[src/hdl/twiddle_config.svh]
`ifndef TWIDDLE_CONFIG_SVH
`define TWIDDLE_CONFIG_SVH

// sample and coefficient widths
`define DATA_W       30
`define COEF_W       16
`define COEF_FRAC    14

// twiddle index and phase resolution
`define TW_W         12
`define PHASE_W      16

// radix-5 vector
`define LANES        5

`define CORDIC_ITERS 14

// pipeline latencies in clock cycles
`define DIV_LAT      16
`define CORDIC_LAT   16
`define POW_LAT      2
`define COEF_LAT     (`DIV_LAT + `CORDIC_LAT + `POW_LAT)
`define ROT_LAT      3
`define STAGE_LAT    (`COEF_LAT + `ROT_LAT)

`endif
[src/hdl/twiddle_pkg.sv]
`include "twiddle_config.svh"

package twiddle_pkg;

	// scalar widths
	typedef logic signed [`DATA_W-1:0]  sample_t;
	typedef logic signed [`COEF_W-1:0]  coef_t;
	typedef logic        [`TW_W-1:0]    tw_index_t;
	typedef logic        [`PHASE_W-1:0] phase_t;

	// complex sample
	typedef struct packed {
		sample_t re;
		sample_t im;
	} cplx_sample_t;

	// complex coefficient in Q2.14
	typedef struct packed {
		coef_t re;
		coef_t im;
	} cplx_coef_t;

	// one butterfly output, lane 0 at index 0
	typedef cplx_sample_t [`LANES-1:0] sample_vec_t;

	// entry 0 unused, keeps lane numbering
	typedef cplx_coef_t [`LANES-1:0] coef_vec_t;

endpackage

[src/hdl/cordic_twiddle_gen.sv]
`timescale 1ns/1ps
`include "twiddle_config.svh"

module cordic_twiddle_gen
	import twiddle_pkg::*;
(
	input  logic       clk,
	input  logic       rst_n,
	input  phase_t     phase,
	input  logic       phase_val,
	output cplx_coef_t w1,
	output logic       w1_val
);

	localparam int NS    = `CORDIC_ITERS;
	localparam int GUARD = 4;
	localparam int XY_W  = `COEF_W + 2;
	localparam int ANG_W = `PHASE_W + GUARD;

	// 16384/1.647 with two extra fraction bits
	localparam logic signed [XY_W-1:0] X_INIT = 18'sd39791;

	// atan(2^-i) in units of 2^-20 turn
	localparam logic signed [ANG_W-1:0] ATAN [0:NS-1] = '{
		20'sd131072, 20'sd77376, 20'sd40884, 20'sd20753,
		20'sd10417,  20'sd5213,  20'sd2607,  20'sd1304,
		20'sd652,    20'sd326,   20'sd163,   20'sd81,
		20'sd41,     20'sd20
	};

	logic signed [XY_W-1:0]  x_q    [0:NS];
	logic signed [XY_W-1:0]  y_q    [0:NS];
	logic signed [ANG_W-1:0] z_q    [0:NS-1];
	logic [1:0]              quad_q [0:NS];
	logic [NS:0]             val_q;

	logic signed [XY_W-1:0] x_rnd;
	logic signed [XY_W-1:0] y_rnd;
	coef_t                  c;
	coef_t                  s;

	// fold into the first quadrant, start on the real axis
	always_ff @(posedge clk) begin
		x_q[0]    <= X_INIT;
		y_q[0]    <= '0;
		z_q[0]    <= {2'b00, phase[`PHASE_W-3:0], {GUARD{1'b0}}};
		quad_q[0] <= phase[`PHASE_W-1 -: 2];
	end

	always_ff @(posedge clk) begin
		if (!rst_n) begin
			val_q[0] <= 1'b0;
		end else begin
			val_q[0] <= phase_val;
		end
	end

	for (genvar i = 0; i < NS; i++) begin : g_iter
		// rotate toward zero residual angle
		always_ff @(posedge clk) begin
			if (!z_q[i][ANG_W-1]) begin
				x_q[i+1] <= x_q[i] - (y_q[i] >>> i);
				y_q[i+1] <= y_q[i] + (x_q[i] >>> i);
			end else begin
				x_q[i+1] <= x_q[i] + (y_q[i] >>> i);
				y_q[i+1] <= y_q[i] - (x_q[i] >>> i);
			end
			quad_q[i+1] <= quad_q[i];
		end

		if (i < NS-1) begin : g_angle
			always_ff @(posedge clk) begin
				z_q[i+1] <= z_q[i][ANG_W-1] ? z_q[i] + ATAN[i] : z_q[i] - ATAN[i];
			end
		end

		always_ff @(posedge clk) begin
			if (!rst_n) begin
				val_q[i+1] <= 1'b0;
			end else begin
				val_q[i+1] <= val_q[i];
			end
		end
	end

	// drop the guard bits with rounding
	always_comb begin
		x_rnd = x_q[NS] + 18'sd2;
		y_rnd = y_q[NS] + 18'sd2;
		c = x_rnd[XY_W-1:2];
		s = y_rnd[XY_W-1:2];
	end

	// quadrant restore, W = cos - j*sin
	always_ff @(posedge clk) begin
		case (quad_q[NS])
			2'd0: begin
				w1.re <= c;
				w1.im <= -s;
			end
			2'd1: begin
				w1.re <= -s;
				w1.im <= -c;
			end
			2'd2: begin
				w1.re <= -c;
				w1.im <= s;
			end
			default: begin
				w1.re <= s;
				w1.im <= c;
			end
		endcase
	end

	always_ff @(posedge clk) begin
		if (!rst_n) begin
			w1_val <= 1'b0;
		end else begin
			w1_val <= val_q[NS];
		end
	end

endmodule

[config.mk]
export PLATFORM = sky130hd
export DESIGN_NAME = cordic_twiddle_gen
export DESIGN_NICKNAME = d
export VERILOG_FILES = /design/src/hdl/twiddle_pkg.sv /design/src/hdl/cordic_twiddle_gen.sv
export VERILOG_INCLUDE_DIRS = /design/src /design/src/hdl
export SDC_FILE = /design/constraint.sdc
export NUM_CORES = 2
export LEC_CHECK = 0
export BUFFER_PORTS_ARGS = -buffer_cell sky130_fd_sc_hd__buf_2
export CELL_PAD_IN_SITES_DETAIL_PLACEMENT = 1
export CELL_PAD_IN_SITES_GLOBAL_PLACEMENT = 1
export CORE_ASPECT_RATIO = 1.25
export CORE_MARGIN = 2
export CORE_UTILIZATION = 54
export CTS_CLUSTER_DIAMETER = 60
export DETAILED_ROUTE_END_ITERATION = 16
export MAX_ROUTING_LAYER = met4
export PLACE_DENSITY_LB_ADDON = 0.1
export SLEW_MARGIN = 20
export SYNTH_ARGS = -nofsm -noshare
export SYNTH_HDL_FRONTEND = slang
export SYNTH_SLANG_ARGS = --single-unit
[constraint.sdc]
create_clock -name clk -period 6.19 [get_ports clk]
set_clock_uncertainty 0.05 [all_clocks]
set_input_delay 0.3095 -clock clk [delete_from_list [all_inputs] [get_ports clk]]
set_output_delay 0.3095 -clock clk [all_outputs]
set_load 0.1 [all_outputs]
==> summary.txt <==
Logic synthesis
  – Syn Nets: slightly above 6000
  – Synth area leaders: dfxtp_1, ha_1, xnor2_1, a21oi_1, xor2_1
  – Sequential share of the synthesized area: 0.313
  – Average cell area after synthesis: 8.88 µm²
  – Cell taking the most area after synthesis: dfxtp_1
  – #FFs+latches synth: roughly 740
  – Distinct cells, synth: 83
  – Synth warn: 0
  – Synth cell count leaders: dfxtp_1, ha_1, a21oi_1, nor2_1, xnor2_1
  – Synthesized area: 0.0475 mm²
  – Most common cell in the netlist: dfxtp_1
  – Number of enable flip-flop cells after synthesis: 0
  – Post-Synthesis Cells: between 5000 and 6000
  – Asr flop ratio synth: 0
  – Main synth FF type: dfxtp_1
  – Post-synth top area share: 0.313

Clock network
  – Clk slew on worst S/H paths: approximately 60 ps
  – Clock Path Buffers: 3
  – CTS buffer count: 82
  – Post-CTS setup buffers: 0
  – Worst-Skew Late Latency: 660 ps
  – CTS tree: yes
  – Gates resized, CTS repair: 0
  – CTS root buf: clkbuf_16
  – CTS sink cnt: 742
  – CTS H-tree lvls: 3

Timing
  – Final setup fails: 0
  – Crit path time final: between 4000 and 5000 ps
  – Slew HR: 0.311
  – Final Hold Vio Count: 0
  – Setup total negative slack: 0 ps
  – Worst hold slack: around 250 ps
  – Slew @ Worst Pin: a little over 1000 ps
  – Tcrit/Tclk final: 0.727
  – Final Slew Violations: 0
  – Max Fclk: ~220 MHz
  – RSZ-0062 raised after global routing: no

Placement
  – IO buf count: just over 50
  – DP HPWL: 97300 µm
  – GP Congestion: ~0.89

Critical path
  – Worst R2R Start: z_q[5][19]$_DFF_P_
  – Crit path kind: flop to flop
  – Reg2Reg Setup Slack: 1690 ps
  – CP Data Required Time: around 6700 ps
  – Worst-path maximum fanout: 26
  – Crit path to: y_q[1][71]$_DFF_P_
  – Crit path from: z_q[5][19]$_DFF_P_
  – Max stage delay on crit path: 840 ps
  – Data arrival, critical path: just under 5000 ps
  – Critical-path top delay cell: dfxtp_1
  – Most frequent cell on the critical path: a21o_1
  – Crit path cell chain: inv_1, nor2_1, a21oi_1, ha_1, a21o_1, a21o_1, a21o_1, a21o_1, a211o_1, o31ai_2, mux2i_1, a2111oi_0
  – Reg2Reg Depth: 12
  – CP Capture Type: flop
  – Crit start category: flop
  – RR Endpoint: y_q[1][71]$_DFF_P_

Floorplanning
  – IO Count: 52
  – Starting Density: 0.545
  – Die Area: between 0.09 and 0.1 mm²
  – Core area: around 0.087 mm²
  – Die height: 336 µm
  – Row cnt: between 100 and 150
  – Die Wd: ~270 µm

Cells and area
  – Final nets: 6123
  – Final core occ: 0.598
  – Area grow syn2layout: 9.62%
  – Diodes inserted: 0
  – Fillers: approximately 10000
  – Share of cells above drive strength 1: 0.0509

Routing
  – Post-route antenna net violation count: 0
  – DR vias/cell: approximately 5.8
  – Routed len/inst: 18.7 µm
  – 1st-iter DRT viols: between 1500 and 2000
  – Final WL: between 100000 and 150000 µm
  – Drt pass-1 iters: 5
  – DR vias: approximately 39000
  – DRC Markers: 0

Min path
  – WHS Path Cells: 2
  – Hold Startpoint: phase[12]
  – Worst min path class: input pin to flop

Global route
  – Initial antenna violation count: 0
  – Total congestion overflow: 0
  – Pin count of the biggest net entering global routing: 67
  – Vias in the first global route: ~41000
  – GRT Overall Usage: 0.282
  – First-pass GRT wire length: 205000 µm

Flow run
  – Max Cap Violations: 0

Status
  – Status: finished clean
-- cell type report --
type / instances / area [µm²] / area share
clock buffers: 109 / 2340 / 0.0449
clock inverters: 42 / 537 / 0.0103
inverters: 265 / 995 / 0.0191
multi-input cells: 4254 / 31300 / 0.601
flip-flops and latches: 742 / 14900 / 0.285
well taps: 1168 / 1460 / 0.0281
repair buffers: 85 / 556 / 0.0107
-- cell usage in the layout, fill, tap and decap left out, types with 27 or more instances in the layout --
cell type | synthesis | routed
o21ai_0 | 268 | 268
or3_1 | 27 | 27
nor2b_1 | 64 | 64
ha_1 | 643 | 643
nand2b_1 | 72 | 72
nand4_1 | 49 | 49
and2_1 | 49 | 49
mux2i_1 | 32 | 32
buf_2 | 3 | 51
xnor2_1 | 474 | 474
fa_1 | 31 | 31
xor2_1 | 264 | 264
a21oi_1 | 485 | 485
a211oi_1 | 43 | 43
dfxtp_1 | 742 | 741
o21bai_1 | 52 | 52
a31oi_1 | 51 | 51
o31ai_1 | 27 | 27
inv_1 | 263 | 263
clkbuf_16 | 0 | 85
and3_1 | 30 | 30
o21a_1 | 88 | 88
nor2_1 | 475 | 475
a21o_1 | 200 | 200
nand2_1 | 261 | 261
nor3_1 | 138 | 138
nand3_1 | 80 | 80
-- flip-flops by register name (all words and copies together), names as in the netlist --
name	flops
z_q	233
x_q	216
y_q	215
w1	32
quad_q	30
val_q	15
w1_val	1
-- how the worst min path moves through the flow --
stage | to
global placement | z_q[0][36]$_DFF_P_
CTS | z_q[0][17]$_DFF_P_
global route | z_q[0][15]$_DFF_P_
detailed placement | z_q[0][24]$_DFF_P_
floorplan | quad_q[0][10]$_DFF_P_
finish | z_q[0][16]$_DFF_P_
-- routing by layer --
metal / wire length [µm] / vias up / global-route usage
li1: - / 19175 / -
met1: 48500 / 18721 / 0.279
met2: 68100 / 467 / 0.551
met3: 2760 / 315 / 0.0296
met4: 5480 / 0 / 0.122
met5: 0 / - / -
-- kinds of logic (layout without fill, tap and decap cells) --
logic type	Yosys count	in the layout	share of synthesized area
adders and majority gates	674	674	0.183
xor gates and xnor gates	739	739	0.136
and+or+nand+nor	1365	1365	0.139
AOI/OAI and AO/OA	1424	1424	0.190
muxes	52	52	0.0115
buffers and inverters	350	501	0.0278
DFF	742	742	0.313
-- worst max-delay path, delay by kind of cell, from the launching register on --
| family | cells | cell delay [ps] |
|---|---|---|
| fa+ha+maj | 1 | 360 |
| compound gates | 8 | 1810 |
| buf+inv | 1 | 650 |
| simple gates | 1 | 540 |
| flops | 1 | 840 |
| mux | 1 | 120 |
-- metrics by stage --
step,cell area [µm²],setup WS (ps),instances
final,52000,1690,6665
after global routing,52000,1350,6665
after CTS,52000,1720,6665
after detailed placement,49000,1810,6496
after global placement,49000,1820,6496
after floorplan,47500,2480,5346
-- repair_timing --
item                                   4_1_cts  5_1_grt
setup endpoints to repair                    0        0
endpoints found under the hold margin       32        0
hold buffers                                18        0
Power is not shown: default switching activity piles up to over one toggle a cycle in this logic, so the estimate is an artifact.
