==> config.mk <==
export PLATFORM = sky130hd
export DESIGN_NAME = phase_divider
export DESIGN_NICKNAME = d
export VERILOG_FILES = /design/src/hdl/twiddle_pkg.sv /design/src/hdl/phase_divider.sv
export VERILOG_INCLUDE_DIRS = /design/src /design/src/hdl
export SDC_FILE = /design/constraint.sdc
export NUM_CORES = 1
export LEC_CHECK = 0
export ABC_CLOCK_PERIOD_IN_PS = 2400
export BUFFER_PORTS_ARGS = -buffer_cell sky130_fd_sc_hd__buf_4
export CAP_MARGIN = 30
export CORE_ASPECT_RATIO = 1.2
export CORE_UTILIZATION = 42
export CTS_CLUSTER_DIAMETER = 40
export CTS_CLUSTER_SIZE = 12
export DETAILED_ROUTE_END_ITERATION = 8
export GPL_TIMING_DRIVEN = 0
export SLEW_MARGIN = 10
export SYNTH_ARGS = -nofsm -noshare
export SYNTH_HDL_FRONTEND = slang
export SYNTH_SLANG_ARGS = --single-unit
==> constraint.sdc <==
create_clock -name clk -period 2.4 [get_ports clk]
set_input_delay 0.12 -clock clk [delete_from_list [all_inputs] [get_ports clk]]
set_output_delay 0.12 -clock clk [all_outputs]
set_load 0.01 [all_outputs]
==> src/hdl/twiddle_config.svh <==
`ifndef TWIDDLE_CONFIG_SVH
`define TWIDDLE_CONFIG_SVH

// sample and coefficient widths
`define DATA_W       30
`define COEF_W       16
`define COEF_FRAC    14

// twiddle index and phase resolution
`define TW_W         12
`define PHASE_W      16

// radix-5 vector
`define LANES        5

`define CORDIC_ITERS 14

// pipeline latencies in clock cycles
`define DIV_LAT      16
`define CORDIC_LAT   16
`define POW_LAT      2
`define COEF_LAT     (`DIV_LAT + `CORDIC_LAT + `POW_LAT)
`define ROT_LAT      3
`define STAGE_LAT    (`COEF_LAT + `ROT_LAT)

`endif
==> src/hdl/twiddle_pkg.sv <==
`include "twiddle_config.svh"

package twiddle_pkg;

	// scalar widths
	typedef logic signed [`DATA_W-1:0]  sample_t;
	typedef logic signed [`COEF_W-1:0]  coef_t;
	typedef logic        [`TW_W-1:0]    tw_index_t;
	typedef logic        [`PHASE_W-1:0] phase_t;

	// complex sample
	typedef struct packed {
		sample_t re;
		sample_t im;
	} cplx_sample_t;

	// complex coefficient in Q2.14
	typedef struct packed {
		coef_t re;
		coef_t im;
	} cplx_coef_t;

	// one butterfly output, lane 0 at index 0
	typedef cplx_sample_t [`LANES-1:0] sample_vec_t;

	// entry 0 unused, keeps lane numbering
	typedef cplx_coef_t [`LANES-1:0] coef_vec_t;

endpackage

==> src/hdl/phase_divider.sv <==
`timescale 1ns/1ps
`include "twiddle_config.svh"

module phase_divider
	import twiddle_pkg::*;
(
	input  logic      clk,
	input  logic      rst_n,
	input  logic      in_val,
	input  tw_index_t k,
	input  tw_index_t n,
	output phase_t    phase,
	output logic      phase_val
);

	// remainder and divisor only needed up to the next to last stage
	tw_index_t          rem_q [0:`DIV_LAT-2];
	tw_index_t          den_q [0:`DIV_LAT-2];
	phase_t             quo_q [0:`DIV_LAT-1];
	logic [`DIV_LAT-1:0] val_q;

	for (genvar s = 0; s < `DIV_LAT; s++) begin : g_stage
		tw_index_t      rem_in;
		tw_index_t      den_in;
		phase_t         quo_in;
		logic           val_in;
		logic [`TW_W:0] shifted;
		logic [`TW_W:0] diff;
		logic           ge;
		phase_t         quo_next;

		if (s == 0) begin : g_first
			// k < n, so the first remainder is k itself
			assign rem_in = k;
			assign den_in = n;
			assign quo_in = '0;
			assign val_in = in_val;
		end else begin : g_next
			assign rem_in = rem_q[s-1];
			assign den_in = den_q[s-1];
			assign quo_in = quo_q[s-1];
			assign val_in = val_q[s-1];
		end

		// one restoring step, quotient bits msb first
		always_comb begin
			shifted = {rem_in, 1'b0};
			diff = shifted - {1'b0, den_in};
			ge = shifted >= {1'b0, den_in};
			quo_next = quo_in;
			quo_next[`PHASE_W-1-s] = ge;
		end

		always_ff @(posedge clk) begin
			quo_q[s] <= quo_next;
		end

		if (s < `DIV_LAT-1) begin : g_carry
			always_ff @(posedge clk) begin
				rem_q[s] <= ge ? diff[`TW_W-1:0] : shifted[`TW_W-1:0];
				den_q[s] <= den_in;
			end
		end

		always_ff @(posedge clk) begin
			if (!rst_n) begin
				val_q[s] <= 1'b0;
			end else begin
				val_q[s] <= val_in;
			end
		end
	end

	assign phase     = quo_q[`DIV_LAT-1];
	assign phase_val = val_q[`DIV_LAT-1];

endmodule

==> summary.txt, run 1 <==
outcome -> complete, no violations
fraction of layout cells with a size suffix above 1 -> 19.4%
CTS Sinks -> 512
first-pass GRT wire length -> 74.0 mm
first drt pass iteration count -> 5
slowest stage delay, CP -> 0.41 ns
final wirelength -> 44.7 mm
Total Power -> 40.8 mW
Yosys warning count -> 0
Leakage -> 11.7 nW
Final ANT Viol Nets -> 0
CTS tree -> built
dominant cell type by area after synthesis -> dfxtp_1
Vias -> 15,100
post-synthesis cell count -> 2,103
Max-slew headroom -> 57.0%
Final period util -> 99.3%
Num CTS Buffers -> 70
Core Util, Final -> 51.9%
Period minus WS final -> 2.38 ns
hpwl dp -> 32.8 mm
Die X -> 209 µm
die footprint -> 0.0523 mm²
clock skew -> 0.0232 ns
CTS root buffer -> clkbuf_16
CP Launch Type -> register
syn avg cell area -> 10.3 µm²
pwr/cell area -> 1550 mW/mm²
initial core utilization -> 42.7%
Max Cap Violations -> 0
Synth Cell Area -> 0.0216 mm²
Avg WL per Cell -> 15.0 µm
hold crit path type -> in2reg
Ports -> 44
commonest non-fill, non-tap cell in the layout -> dfxtp_1
placed cell areas -> 0.0227 mm²
fillers -> 4,444
cell family with most CP delay -> compound AO/OA/AOI/OAI gates
Max Fanout on Critical Path -> 3
Async S/R FF share, synth -> 0%
CP endpoint kind -> register
final antenna diode count -> 0
row count -> 90
DRC Markers -> 0
Final #Nets -> 2,516
routability cong. -> 0.849
Final Max Tran Viols -> 0
H-tree Lvls -> 3
CTS Buffer Depth -> 3
main area contributors after synthesis -> dfxtp_1, ha_1, mux2_2
Layout area overhead -> 21.5%
TNS Setup -> 0 ns
Max Clk Rate -> 420 MHz
arrival time at the worst endpoint -> 2.88 ns
EDFF count, synth -> 0
design area -> 0.0262 mm²
Final Hold Vio Count -> 0
worst slew pin tran -> 0.639 ns
Mapped Nets -> 2,336
most frequent cells in the layout -> dfxtp_1, inv_1, ha_1, mux2_2, a21oi_1
Cells after DPL -> 2,790
final cell count without fillers -> 2,972
Total GRT Usage -> 17.3%
Die Span Y -> 250 µm
Crit path required time -> 2.90 ns
ys flop type -> dfxtp_1
Fin Hold WS -> 0.106 ns
CP Buf/Inv Count -> 1
pre-CTS setup slack -> -0.767 ns
VDD IR max -> 0.674 mV
initial antenna violation count -> 0
Final setup viols -> 0
WS Path Type -> reg2reg
worst-path cell chain -> inv_1, fa_2, nor2b_2, o31a_1, o2111ai_2, a31o_2, a311o_1, mux2_4
RSZ-0062 raised after global routing -> true
Core ar. -> 0.0506 mm²
total gr overflow -> 0
clk slew on worst S/H paths -> 0.05 ns
1st-iter DRT viols -> 727
worst setup margin -> 0.0170 ns
Seq cells post-synth -> 512
Yosys top cell area share -> 47.5%
Yosys cell types -> 63
largest net degree at the start of global routing -> 13
Vias/cell -> 5.08
port buffer count -> 43
number of global-route vias before repair -> 15,700
Worst path slowest cell -> fa_2
sequential share of the synthesized area -> 47.5%
clk_lat worst skew -> 0.61 ns
worst min-delay path, stage by stage:
cell and delay [ns]:
buf_4 0.09, ha_1 0.21, xnor2_1 0.13, mux2_2 0.13
cell type report:
| class | count | area, µm² | area share (%) |
|---|---|---|---|
| Tap cell | 644 | 806 | 3.07 |
| Sequential cell | 512 | 10300 | 39.1 |
| Buffer | 15 | 130 | 0.496 |
| Timing Repair Buffer | 114 | 938 | 3.58 |
| Clock inverter | 40 | 558 | 2.13 |
| Clock buffer | 77 | 1800 | 6.86 |
| Inverter | 234 | 883 | 3.37 |
| Multi-Input combinational cell | 1336 | 10800 | 41.4 |
timing repair:
item,in CTS,in global routing
buffers inserted,25,19
pin swaps,21,25
hold buffers,27,0
endpoints found under the setup margin,151,130
resized for setup,86,56
hold endpoints to repair,30,0
cells by family (layout without fill, tap and decap cells):
family          after synthesis  after routing  share of synthesized area (%)
fa+ha+maj                   206            206                           12.5
simple gates                419            419                           9.78
buf+inv                     255            480                           4.56
compound gates              461            461                           13.8
flops                       512            512                           47.5
mux                         146            146                           7.67
xor+xnor                    104            104                           4.22
flip-flops by register name (all words and copies together) (netlist names):
| name | flops |
|---|---|
| den_q | 180 |
| phase_val | 1 |
| quo_q | 136 |
| g_stage.val_in | 15 |
| rem_q | 180 |
report_power, final:
| group | total (mW) | switching (mW) | internal (mW) |
|---|---|---|---|
| clock | 10.2 | 3.96 | 6.29 |
| combinational | 17.7 | 8.77 | 8.96 |
| sequential | 12.8 | 1.33 | 11.5 |
| total | 40.8 | 14.1 | 26.7 |
path summary, 6_finish.rpt:
check / from / to / slack (ns) / cells after the start
max: rem_q[8][0] / rem_q[9][10] / 0.02 / 8
min: k[1] / rem_q[0][2] / 0.11 / 4
max reg2reg: rem_q[8][0] / rem_q[9][10] / 0.02 / 8
min reg2reg: quo_q[0][15] / quo_q[0][31] / 0.32 / 0
routing by layer:
metal / track usage, % / wire [µm]
met3: 3.03 / 1340
met4: 8.72 / 1630
met5: 0 / 0
met1: 18.2 / 18000
met2: 32.7 / 23700
synth_stat cells, types with 41 or more instances:
| cell | n |
|---|---|
| dfxtp_1 | 512 |
| inv_1 | 232 |
| ha_1 | 191 |
| a21oi_1 | 126 |
| mux2_2 | 124 |
| o21ai_0 | 111 |
| nor2_1 | 104 |
| nand2_1 | 73 |
| o21a_1 | 53 |
| nor2b_1 | 52 |
| xnor2_1 | 52 |
| xor2_1 | 52 |
| nor3_1 | 41 |
Power figures use the tool's default switching activity.
==> inputs of run 2 (changes only) <==
CORE_ASPECT_RATIO = 0.7   (was 1.2)
==> summary.txt, run 2 (synthesis gave the netlist of run 1 again) <==
Period minus WS final -> 2.38 ns (about the same)
CP Launch Type -> register (unchanged)
1st-iter DRT viols -> 697 (was 727)
CTS Buffer Depth -> 3 (unchanged)
Max-slew headroom -> 62.5% (was 57.0%)
outcome -> complete, no violations (unchanged)
Die X -> 273 µm (was 209 µm)
Leakage -> 11.5 nW (was 11.7 nW)
hpwl dp -> 33.3 mm (was 32.8 mm)
worst slew pin tran -> 0.557 ns (was 0.639 ns)
Total GRT Usage -> 17.4% (was 17.3%)
initial antenna violation count -> 0 (unchanged)
first drt pass iteration count -> 8 (was 5)
Final Hold Vio Count -> 0 (unchanged)
R2R setup slack -> 0.02 ns (about the same)
Cells after DPL -> 2,820 (was 2,790)
Max Fanout on Critical Path -> 10 (was 3)
arrival time at the worst endpoint -> 2.88 ns (about the same)
reg2reg path depth -> 9 (was 8)
Layout area overhead -> 20.4% (was 21.5%)
row count -> 69 (was 90)
port buffer count -> 43 (unchanged)
final wirelength -> 45.5 mm (was 44.7 mm)
Final period util -> 99.0% (was 99.3%)
Final Max Tran Viols -> 0 (unchanged)
first-pass GRT wire length -> 74.3 mm (was 74.0 mm)
Vias/cell -> 5.06 (was 5.08)
pre-CTS setup slack -> -0.785 ns (was -0.767 ns)
clock skew -> 0.0332 ns (was 0.0232 ns)
Core Util, Final -> 51.2% (was 51.9%)
hold crit path type -> in2reg (unchanged)
Worst Hold Depth -> 4 (unchanged)
Final #Nets -> 2,509 (was 2,516)
worst setup margin -> 0.0244 ns (was 0.0170 ns)
DRC Markers -> 0 (unchanged)
CP endpoint kind -> register (unchanged)
H-tree Lvls -> 2 (was 3)
Total Power -> 40.0 mW (was 40.8 mW)
Fin Hold WS -> 0.0888 ns (was 0.106 ns)
Die Span Y -> 192 µm (was 250 µm)
final cell count without fillers -> 2,987 (was 2,972)
final antenna diode count -> 0 (unchanged)
pwr/cell area -> 1540 mW/mm² (was 1550 mW/mm²)
clk slew on worst S/H paths -> 0.06 ns (was 0.05 ns)
Max Cap Violations -> 0 (unchanged)
total gr overflow -> 0 (unchanged)
CTS Sinks -> 512 (unchanged)
design area -> 0.0260 mm² (was 0.0262 mm²)
Crit path required time -> 2.90 ns (about the same)
Max Clk Rate -> 421 MHz (was 420 MHz)
most frequent cells in the layout -> dfxtp_1, inv_1, ha_1, mux2_2, a21oi_1 (unchanged)
Final setup viols -> 0 (unchanged)
VDD IR max -> 0.888 mV (was 0.674 mV)
number of global-route vias before repair -> 14,900 (was 15,700)
largest net degree at the start of global routing -> 18 (was 13)
TNS Setup -> 0 ns (unchanged)
Critical R2R Capture -> rem_q[9][9] (was rem_q[9][10])
commonest non-fill, non-tap cell in the layout -> dfxtp_1 (unchanged)
placed cell areas -> 0.0228 mm² (was 0.0227 mm²)
origin of the critical flop-to-flop path -> den_q[8][8] (was rem_q[8][0])
CTS root buffer -> clkbuf_16 (unchanged)
initial core utilization -> 42.5% (was 42.7%)
Final ANT Viol Nets -> 0 (unchanged)
worst hold path startpoint -> k[1] (unchanged)
routability cong. -> 0.875 (was 0.849)
WS Path Type -> reg2reg (unchanged)
clk_lat worst skew -> 0.64 ns (was 0.61 ns)
RSZ-0062 raised after global routing -> true (unchanged)
CTS tree -> built (unchanged)
fraction of layout cells with a size suffix above 1 -> 19.6% (was 19.4%)
Core ar. -> 0.0508 mm² (was 0.0506 mm²)
Num CTS Buffers -> 61 (was 70)
Avg WL per Cell -> 15.2 µm (was 15.0 µm)
Vias -> 15,100 (about the same)
Ports -> 44 (unchanged)
Hold Path End -> rem_q[0][2] (unchanged)
Top Registers -> den_q: 180 flops, rem_q: 180 flops, quo_q: 136 flops (unchanged)
die footprint -> 0.0523 mm² (about the same)
-- run 2: changes by cell type in the layout (fill, tap and decap cells not counted), moves of 3 or more --
cell / change
clkinv_4: -5
nor2_2: +4
clkbuf_16: -9
o21ai_1: +8
ha_4: +5
o31ai_2: +3
ha_1: -6
nor2_1: -5
clkinv_2: +4
o21ai_0: -9
-- run 2: metal layers --
metal	vias up	global-route usage [%]	wire length, µm
met5	-	0	0
met4	0	5.78	1040
met3	82	2.86	2040
met2	255	26.4	19100
met1	7095	25.0	23300
li1	7670	-	-
-- run 2: worst max-delay path by stage --
stage	startpoint	end	depth (start not counted)
after floorplan	den_q[6][1]	rem_q[7][6]	9
after global placement	den_q[11][2]	rem_q[12][9]	9
after detailed placement	den_q[11][2]	rem_q[12][10]	9
after CTS	den_q[11][2]	rem_q[12][10]	9
after global routing	den_q[8][6]	rem_q[9][9]	9
final	den_q[8][8]	rem_q[9][9]	9
-- run 2: critical path: stages, from the launching register on --
cell and delay (ns):
dfxtp_1 0.37, inv_1 0.09, ha_4 0.24, a21o_2 0.18, a31o_2 0.23, a211o_1 0.28
a311oi_2 0.28, nand2_2 0.09, buf_6 0.18, mux2_4 0.31
-- run 2: power breakdown --
group,internal (mW),switching (mW),leakage (nW)
logic,9.17,9.06,6.26
registers,11.5,1.35,4.31
clock network,5.30,3.63,0.969
total,25.9,14.0,11.5
-- run 2: final cells by class --
cell class                 instances  area [µm²]
clock inverter                    32         385
buffer                            17         159
clock buffer                      68        1580
inverter                         234         883
fill                            4578       24800
multi-input combinational       1336       10900
tap                              674         843
timing repair buffer             114         921
sequential                       512       10300
-- run 2: repair_timing --
item / CTS / global route
resized for setup: 74 / 101
hold buffers: 27 / 0
endpoints found under the setup margin: 164 / 138
endpoints found under the hold margin: 37 / 0
setup buffers: 23 / 20
pin swaps: 18 / 25
gates cloned: 0 / 1
